### config.mk
export PLATFORM = sky130hd
export DESIGN_NAME = rx_ring_read_mux
export DESIGN_NICKNAME = d
export VERILOG_FILES = /design/src/rx_ring_pkg.sv /design/src/rx_ring_read_mux.sv
export SDC_FILE = /design/constraint.sdc
export NUM_CORES = 1
export LEC_CHECK = 0
export BUFFER_PORTS_ARGS = -buffer_cell sky130_fd_sc_hd__buf_4
export CORE_AREA = 4 4 157 159
export CTS_CLUSTER_DIAMETER = 30
export DETAILED_ROUTE_END_ITERATION = 12
export DIE_AREA = 0 0 161 163
export GPL_TIMING_DRIVEN = 0
export SLEW_MARGIN = 30
export SYNTH_ARGS = -nofsm -noshare
export SYNTH_HDL_FRONTEND = slang
export SYNTH_SLANG_ARGS = --single-unit
### constraint.sdc
create_clock -name rd_clk -period 1.8 [get_ports rd_clk]
set_input_delay 0.45 -clock rd_clk [delete_from_list [all_inputs] [get_ports rd_clk]]
set_output_delay 0.45 -clock rd_clk [all_outputs]
set_load 0.02 [all_outputs]
### src/rx_ring_pkg.sv
`default_nettype none

package rx_ring_pkg;

   // --------------------
   // Ring geometry
   // --------------------

   // Pages held by the ring before it wraps
   localparam int num_pages = 32;
   // 66-bit blocks stored per 4 KB page
   localparam int slots_per_page = 496;
   // Sync header lines at the top of each page
   localparam int sync_lines = 8;
   // First payload line, lines 8 to 15 are a hole
   localparam int data_first_line = 16;

   // DMA line and block payload widths
   localparam int line_width = 128;
   localparam int payload_width = 64;

   // Counter widths
   localparam int page_bits = 5;
   localparam int slot_bits = 9;
   // One extra bit so the driver can tell a full lap from an empty ring
   localparam int page_count_bits = 6;

   // Derived address widths
   // 256 lines of 128 bits per page
   localparam int line_bits = 8;
   localparam int addr_bits = page_bits + line_bits;
   // Sync ring entry, page plus line within the sync area
   localparam int sync_entry_bits = page_bits + $clog2(sync_lines);
   // 2-bit headers packed into one line
   localparam int headers_per_line = line_width / 2;

   // --------------------
   // DMA line address
   // --------------------

   // Same 13 bits, read either as a flat data ring index
   // or split into page and line within the page
   typedef union packed {
      logic [addr_bits-1:0] flat;
      struct packed {
         logic [page_bits-1:0] page;
         logic [line_bits-1:0] line;
      } pg;
   } rd_addr_u;

endpackage

`default_nettype wire
### src/rx_ring_read_mux.sv
`timescale 1ns/100ps
`default_nettype none

module rx_ring_read_mux import rx_ring_pkg::*; (
   input  wire                        rd_clk,
   input  wire                        reset,
   input  rd_addr_u                   rd_address,
   output logic [sync_entry_bits-1:0] sync_entry,
   input  wire [line_width-1:0]       sync_q,
   input  wire [line_width-1:0]       data_q,
   output logic [line_width-1:0]      data_out
);

   logic data_sel;

   // --------------------
   // Address decode
   // --------------------

   // Page n lines 0 to 7 map to sync entries 8n to 8n+7
   assign sync_entry = {rd_address.pg.page,
                        rd_address.pg.line[$clog2(sync_lines)-1:0]};

   // Select follows the address by one cycle, same as the ring reads
   // High selects the data ring
   always_ff @(posedge rd_clk or posedge reset) begin
      if (reset)
         data_sel <= 1'b0;
      else
         data_sel <= (rd_address.pg.line >= line_bits'(sync_lines));
   end

   // --------------------
   // Output
   // --------------------

   // Lines 8 to 15 come from the data ring, never written
   assign data_out = data_sel ? data_q : sync_q;

endmodule

`default_nettype wire

* Yosys cells after proc, flatten, opt, wreduce, memory -nomap -nowiden
Cells that the tools add are included.
Widths: inputs -> output; s select.
** Storage, ports and cells
- Output and inout bits :: 136
- Register bits :: 1
** Operators by class
- Magnitude comparators :: 1
- Mux-type cells :: 1
** Operators with widths (count)
- $mux 128 :: 1
- $ge 8x4->1 const B :: 1

* Logic depth before layout (Yosys ltp)
Gate-level depths: netlist (run 1).
- Depth in word-level cells :: 1
- Depth in mapped cells :: 3
- Depth with buffers taken out :: 2

* Worst setup path before layout (run 1)
OpenSTA, ideal clock, no wires.
- Path type :: reg-to-output
- Start point :: register data_sel
- End point :: output data_out[100]
- Required time :: 1.350 ns
- Path slack :: 0.295 ns
- Arrival :: 1.055 ns
- Cell stages (with the launch flop) :: 4
- Buffers on the path :: 2
- Cell sequence :: dfrtp_1 > buf_6 > clkbuf_8 > mux2_2
** On the way
- Word-level cells in the longest chain between the ends :: 1
** RTL lines
- from (decl) :: RTL line rx_ring_read_mux.sv:14 : logic data_sel;
- from (signal assigned) :: RTL line rx_ring_read_mux.sv:30 : data_sel <= (rd_address.pg.line >= line_bits'(sync_lines));
- $mux 128 :: RTL line rx_ring_read_mux.sv:38 : assign data_out = data_sel ? data_q : sync_q;
- to (decl) :: RTL line rx_ring_read_mux.sv:11 : output logic [line_width-1:0] data_out
Every way passes these cells.

* Worst setup path after layout (run 1)
- Start point :: register data_sel
- End point :: output data_out[27]
The elaborated chain is that of the path after synthesis.

==> results of run 1 <==
power breakdown:
part / leakage (nW) / switching [mW] / internal [mW]
clock: 0 / 0 / 0
combinational: 2.61 / 0.482 / 0.732
sequential: 0.00894 / 0.000458 / 0.0233
total: 2.62 / 0.483 / 0.755
synthesized netlist by cell type:
master / instances / area [um^2]
nor2_1: 1 / 3.75
buf_6: 6 / 67.6
mux2_2: 128 / 1440
nor3_1: 1 / 5.00
dfrtp_1: 1 / 25.0
nand2_1: 1 / 3.75
inv_1: 1 / 3.75
clkbuf_8: 8 / 110
buf_4: 8 / 60.1
stage by stage:
step / cell area (um^2) / utilization / cells
after floorplan: 1720 / - / 155
after global placement: 5110 / 0.220 / 872
after detailed placement: 5110 / 0.220 / 872
after CTS: 5120 / 0.220 / 872
after global routing: 5120 / 0.220 / 872
final: 5120 / 0.220 / 872
repair_timing:
item | in CTS | in global routing
setup buffers | 0 | 0
setup endpoints to repair | 13 | 2
resized for setup | 2 | 2
layer usage:
layer / up-vias / part of all wire
li1: 1370 / -
met4: 0 / 0
met2: 216 / 0.55
met5: - / 0
met3: 0 / 0.098
met1: 1255 / 0.36
layout by cell type, fill, tap and decap left out:
| cell type | synthesis | layout |
|---|---|---|
| inv_1 | 1 | 1 |
| buf_12 | 0 | 1 |
| nand2_1 | 1 | 1 |
| buf_4 | 8 | 406 |
| clkbuf_8 | 8 | 6 |
| dfrtp_1 | 1 | 1 |
| buf_6 | 6 | 5 |
| buf_8 | 0 | 2 |
| nor2_1 | 1 | 1 |
| nor3_1 | 1 | 1 |
| mux2_2 | 128 | 128 |
worst min-delay path by stage:
stage                    end  cells after the start  slack [ns]
detailed placement  data_sel                      2        0.30
global placement    data_sel                      2        0.30
CTS                 data_sel                      2        0.30
floorplan           data_sel                      1        0.18
global route        data_sel                      2        0.31
finish              data_sel                      2        0.30
logic make-up after synthesis:
| family | after synthesis |
|---|---|
| buffers and inverters | 23 |
| and+or+nand+nor | 3 |
| DFF | 1 |
| muxes | 128 |
cell type report:
type	instances	share of cell area
buffer	22	0.0486
inverter	1	0.000733
sequential	1	0.00489
timing repair buffer	398	0.584
multi-input combinational	131	0.284
tap	319	0.0780
==> metrics.csv, run 1 <==
stage,metric,value,unit
yosys,Yosys reg bits,1,
place,DP HPWL,12400,um
grt,Total GRT Usage,0.0884,
timing,Least-Margin Pin Slew,0.162,ns
worst_setup_path,CP startpoint,data_sel,
worst_setup_path,Worst path max stage delay,0.38,ns
die,full die area,26200,um^2
timing,unrepaired setup endpoints after global routing,no,
yosys,largest family of logic cells by synthesized area,multiplexers,
route,drt pass-1 iters,3,
timing,setup tns final,0,ns
route,Residual DRC,0,
timing,number of setup violations in the final report,0,
timing,Final Hold Viols,0,
die,die width,161,um
yosys,post-synthesis mux area share,0.838,
timing,Max Slew Vio Count,0,
grt,first-pass GRT wire length,18100,um
place,pre-CTS setup slack,-0.0390,ns
worst_setup_path,"critical path fanouts, max",10,
yosys,Yosys cell types,9,
final_layout,final layout net count,826,
final_layout,ratio of cells with drive above 1 in the final layout,0.991,
route,post-route ant nets,0,
worst_setup_path,cell family with most CP delay,buffers and inverters,
worst_setup_path,worst path arrival time,1.30,ns
yosys,syn nets,426,
grt,number of global-route vias before repair,3125,
yosys,compound-gate portion of the synthesized area,0,
timing,minimum clock period,1.75,ns
yosys,Syn. warnings,0,
worst_setup_path,CP cell instances,"buf_12, buf_6, mux2_2, buf_4",
power,total power,1.24,mW
clock_tree,# hold bufs at CTS,0,
final_layout,Regs by FF count,data_sel x1,
final_layout,Fillers,2563,
yosys,Post-Syn Area,1720,um^2
final_layout,Seq. cell area,25.0,um^2
status,status,"complete, no violations",
timing,"Worst Setup Slack, final",0.0516,ns
final_layout,ANT cells,0,
final_layout,Top reg by flops,data_sel,
power,static leakage,2.62,nW
worst_setup_path,Crit. End Element,output pin,
worst_setup_path,crit start category,register,
yosys,xor and xnor area share after synthesis,0,
route,starting DRC count in detailed routing,57,
yosys,Post-Synth Adder-Cell Area,0,
route,routed wire length,13400,um
grt,GRT Residual Overflow,0,
grt,gr busiest metal,met2,
route,wire per inst,15.3,um
power,Pwr per Cell Area,242,nW/um^2
die,IO Pins,407,
worst_setup_path,Slowest cell on crit path,dfrtp_1,
die,Starting Density,0.0740,
timing,final hold slack,0.296,ns
final_layout,multi-input logic area,1450,um^2
worst_setup_path,Setup CP Type,reg2out,
grt,met3 GRT Util,0.0213,
route,via count,2841,
min_path,HP Class,in2async,
worst_setup_path,CP Buf/Inv Count,3,
route,Vias/cell,3.26,
timing,crit share post-route,0.971,
final_layout,max reg flops,1,
die,Core ar.,23300,um^2
place,RD Place Congestion,0.818,
final_layout,area grow syn2layout,198,%
grt,largest net degree at the start of global routing,11,
yosys,sequential share of the synthesized area,0.0145,
timing,Max Freq,572,MHz
yosys,Post-Syn Instances,155,
place,Port Buffer Count,398,
yosys,post-synthesis simple-gate area fraction,0.00727,
die,FP Rows,56,
worst_setup_path,stages on the worst setup path,4,
grt,GRT met1 Usage,0.0967,
power,peak supply drop,102,uV
worst_setup_path,worst endpoint required time,1.35,ns
worst_setup_path,crit path to,data_out[27],
die,DIE HEIGHT,163,um
timing,worst slew margin relative to its limit,0.891,
yosys,syn_area_per_cell,11.1,um^2
grt,GR Util met2,0.182,
clock_tree,Worst-path clk slew,0,ns
job,MaxCap Viol Count,0,
grt,initial antenna violation count,0,
Power figures use the tool's default switching activity.
==> run 2, diff against run 1 <==
==> constraint.sdc (replaced) <==
create_clock -name rd_clk -period 1.8 [get_ports rd_clk]
set_input_delay 0.09 -clock rd_clk [delete_from_list [all_inputs] [get_ports rd_clk]]
set_output_delay 0.09 -clock rd_clk [all_outputs]
set_load 0.02 [all_outputs]
==> run 2 against run 1 <==
  * Global-route usage about the same
  * Wire length about the same
  * Critical path depth unchanged
  * Combinational power about the same
  * Sequential power about the same
  * First-iteration DRC count up 25%
  * Die area unchanged
  * Utilization about the same
  * Worst hold slack better by 0.029 ns
  * Critical path type unchanged
  * Largest power group unchanged
==> metrics.csv, run 2 (same netlist as run 1, synthesis figures left out) <==
stage,metric,value,unit,change
timing,Least-Margin Pin Slew,0.178,ns,+0.0162 ns
worst_setup_path,worst endpoint required time,1.71,ns,+0.36 ns
timing,setup tns final,0,ns,unchanged
worst_setup_path,"critical path fanouts, max",10,,unchanged
route,routed wire length,13400,um,about the same
worst_setup_path,worst path arrival time,1.35,ns,+0.05 ns
timing,minimum clock period,1.44,ns,-0.304 ns
final_layout,"commonest non-fill, non-tap cell in the layout",buf_4,,
place,Port Buffer Count,398,,unchanged
route,wire per inst,15.3,um,about the same
grt,initial antenna violation count,0,,unchanged
final_layout,max reg flops,1,,unchanged
route,post-route ant nets,0,,unchanged
die,IO Pins,407,,unchanged
final_layout,Top reg by flops,data_sel,,
worst_setup_path,Crit. End Element,output pin,,
place,DP HPWL,12400,um,unchanged
die,DIE HEIGHT,163,um,unchanged
grt,number of global-route vias before repair,3118,,-0.22%
final_layout,Regs by FF count,data_sel x1,,
timing,worst slew margin relative to its limit,0.881,,-0.00996
timing,"Worst Setup Slack, final",0.356,ns,+0.304 ns
timing,crit share post-route,0.802,,-0.169
timing,Final Hold Viols,0,,unchanged
min_path,HP Class,in2reg,,
timing,number of setup violations in the final report,0,,unchanged
status,status,"complete, no violations",,
place,RD Place Congestion,0.818,,unchanged
final_layout,Finished Layout Cells,873,,+0.11%
die,full die area,26200,um^2,unchanged
power,peak supply drop,93.5,uV,-8.8%
final_layout,final layout net count,827,,+0.12%
worst_setup_path,crit start category,register,,
timing,Max Slew Vio Count,0,,unchanged
power,Int Power,0.756,mW,about the same
worst_setup_path,CP startpoint,data_sel,,
final_layout,ratio of cells with drive above 1 in the final layout,0.989,,-0.00179
die,Starting Density,0.0740,,unchanged
die,FP Rows,56,,unchanged
route,drt pass-1 iters,3,,unchanged
power,static leakage,2.62,nW,about the same
die,Core ar.,23300,um^2,unchanged
power,Switching Share,0.390,,about the same
final_layout,Seq. cell area,25.0,um^2,unchanged
power,switching pwr,0.482,mW,about the same
power,total power,1.24,mW,about the same
timing,unrepaired setup endpoints after global routing,no,,
route,starting DRC count in detailed routing,71,,+25%
place,pre-CTS setup slack,0.321,ns,+0.360 ns
clock_tree,Worst-path clk slew,0,ns,unchanged
final_layout,most frequent cells in the layout,"406 x buf_4, 128 x mux2_2, 8 x clkbuf_8",,
final_layout,multi-input logic area,1450,um^2,unchanged
final_layout,ANT cells,0,,unchanged
worst_setup_path,Setup CP Type,reg2out,,
power,Clock power frac,0,,unchanged
grt,first-pass GRT wire length,18100,um,+0.12%
job,MaxCap Viol Count,0,,unchanged
final_layout,area grow syn2layout,197,%,about the same
final_layout,Fillers,2564,,+0.039%
power,Pwr per Cell Area,242,nW/um^2,about the same
min_path,min-delay src,rd_address[3],,
place,Placed Instances,872,,unchanged
power,Reg power frac,0.019,,about the same
route,Residual DRC,0,,unchanged
power,Comb power frac,0.981,,about the same
grt,largest net degree at the start of global routing,11,,unchanged
die,die width,161,um,unchanged
timing,Max Freq,692,MHz,+21%
grt,GRT Residual Overflow,0,,unchanged
route,via count,2847,,+0.21%
route,Vias/cell,3.26,,about the same
clock_tree,post-CTS sizing,0,,-2
grt,Total GRT Usage,0.0885,,+0.000106
## run 2: cell types whose count changed in the layout (fill, tap and decap cells not counted)
cell	delta
buf_8	-2
buf_12	-1
buf_6	+1
clkbuf_8	+2
dlygate4sd3_1	+1
## run 2: power groups by stage
stage / combinational (mW) / sequential, mW / clock, mW
after floorplan: 0.467 / 0.0235 / 0
after global placement: 1.22 / 0.0235 / 0
after detailed placement: 1.22 / 0.0236 / 0
after CTS: 1.23 / 0.0236 / 0
after global routing: 1.29 / 0.0236 / 0
final: 1.21 / 0.0236 / 0
## run 2: final timing paths
kind / end / slack [ns] / cells after the start
worst max-delay path: data_out[38] / 0.36 / 4
worst min-delay path: data_sel / 0.32 / 3
max in group asynchronous: data_sel / 1.22 / 3
min in group asynchronous: data_sel / 0.48 / 3
## run 2: per-stage QoR
step	util	area [um^2]	hold slack, ns
floorplan	-	1720	-0.181
global placement	0.220	5110	-0.0638
CTS	0.220	5120	0.332
finish	0.220	5120	0.325
detailed placement	0.220	5110	-0.0617
global route	0.220	5120	0.328
## run 2: routing by layer
| metal | track usage | vias to the layer above | wire (um) |
|---|---|---|---|
| met5 | 0 | - | 0 |
| met4 | 0 | 0 | 0 |
| met3 | 0.0213 | 0 | 1300 |
| li1 | - | 1373 | - |
| met1 | 0.0967 | 1258 | 4760 |
| met2 | 0.182 | 216 | 7330 |
## run 2: critical path: stages (launching register included)
cell      delay [ns]
dfrtp_1         0.36
buf_6           0.22
clkbuf_8        0.23
mux2_2          0.38
buf_4           0.17
## run 2: final cells by class
cell class | instances | share of cell area
Multi-Input combinational cell | 131 | 0.284
Sequential cell | 1 | 0.00489
Buffer | 22 | 0.0465
Tap cell | 319 | 0.0780
Inverter | 1 | 0.000733
Timing Repair Buffer | 399 | 0.586
## run 2: what timing repair did
item                       in CTS  in global routing
hold endpoints to repair        1                  0
buffers inserted                0                  0
hold buffers                    1                  0
setup endpoints to repair       0                  0
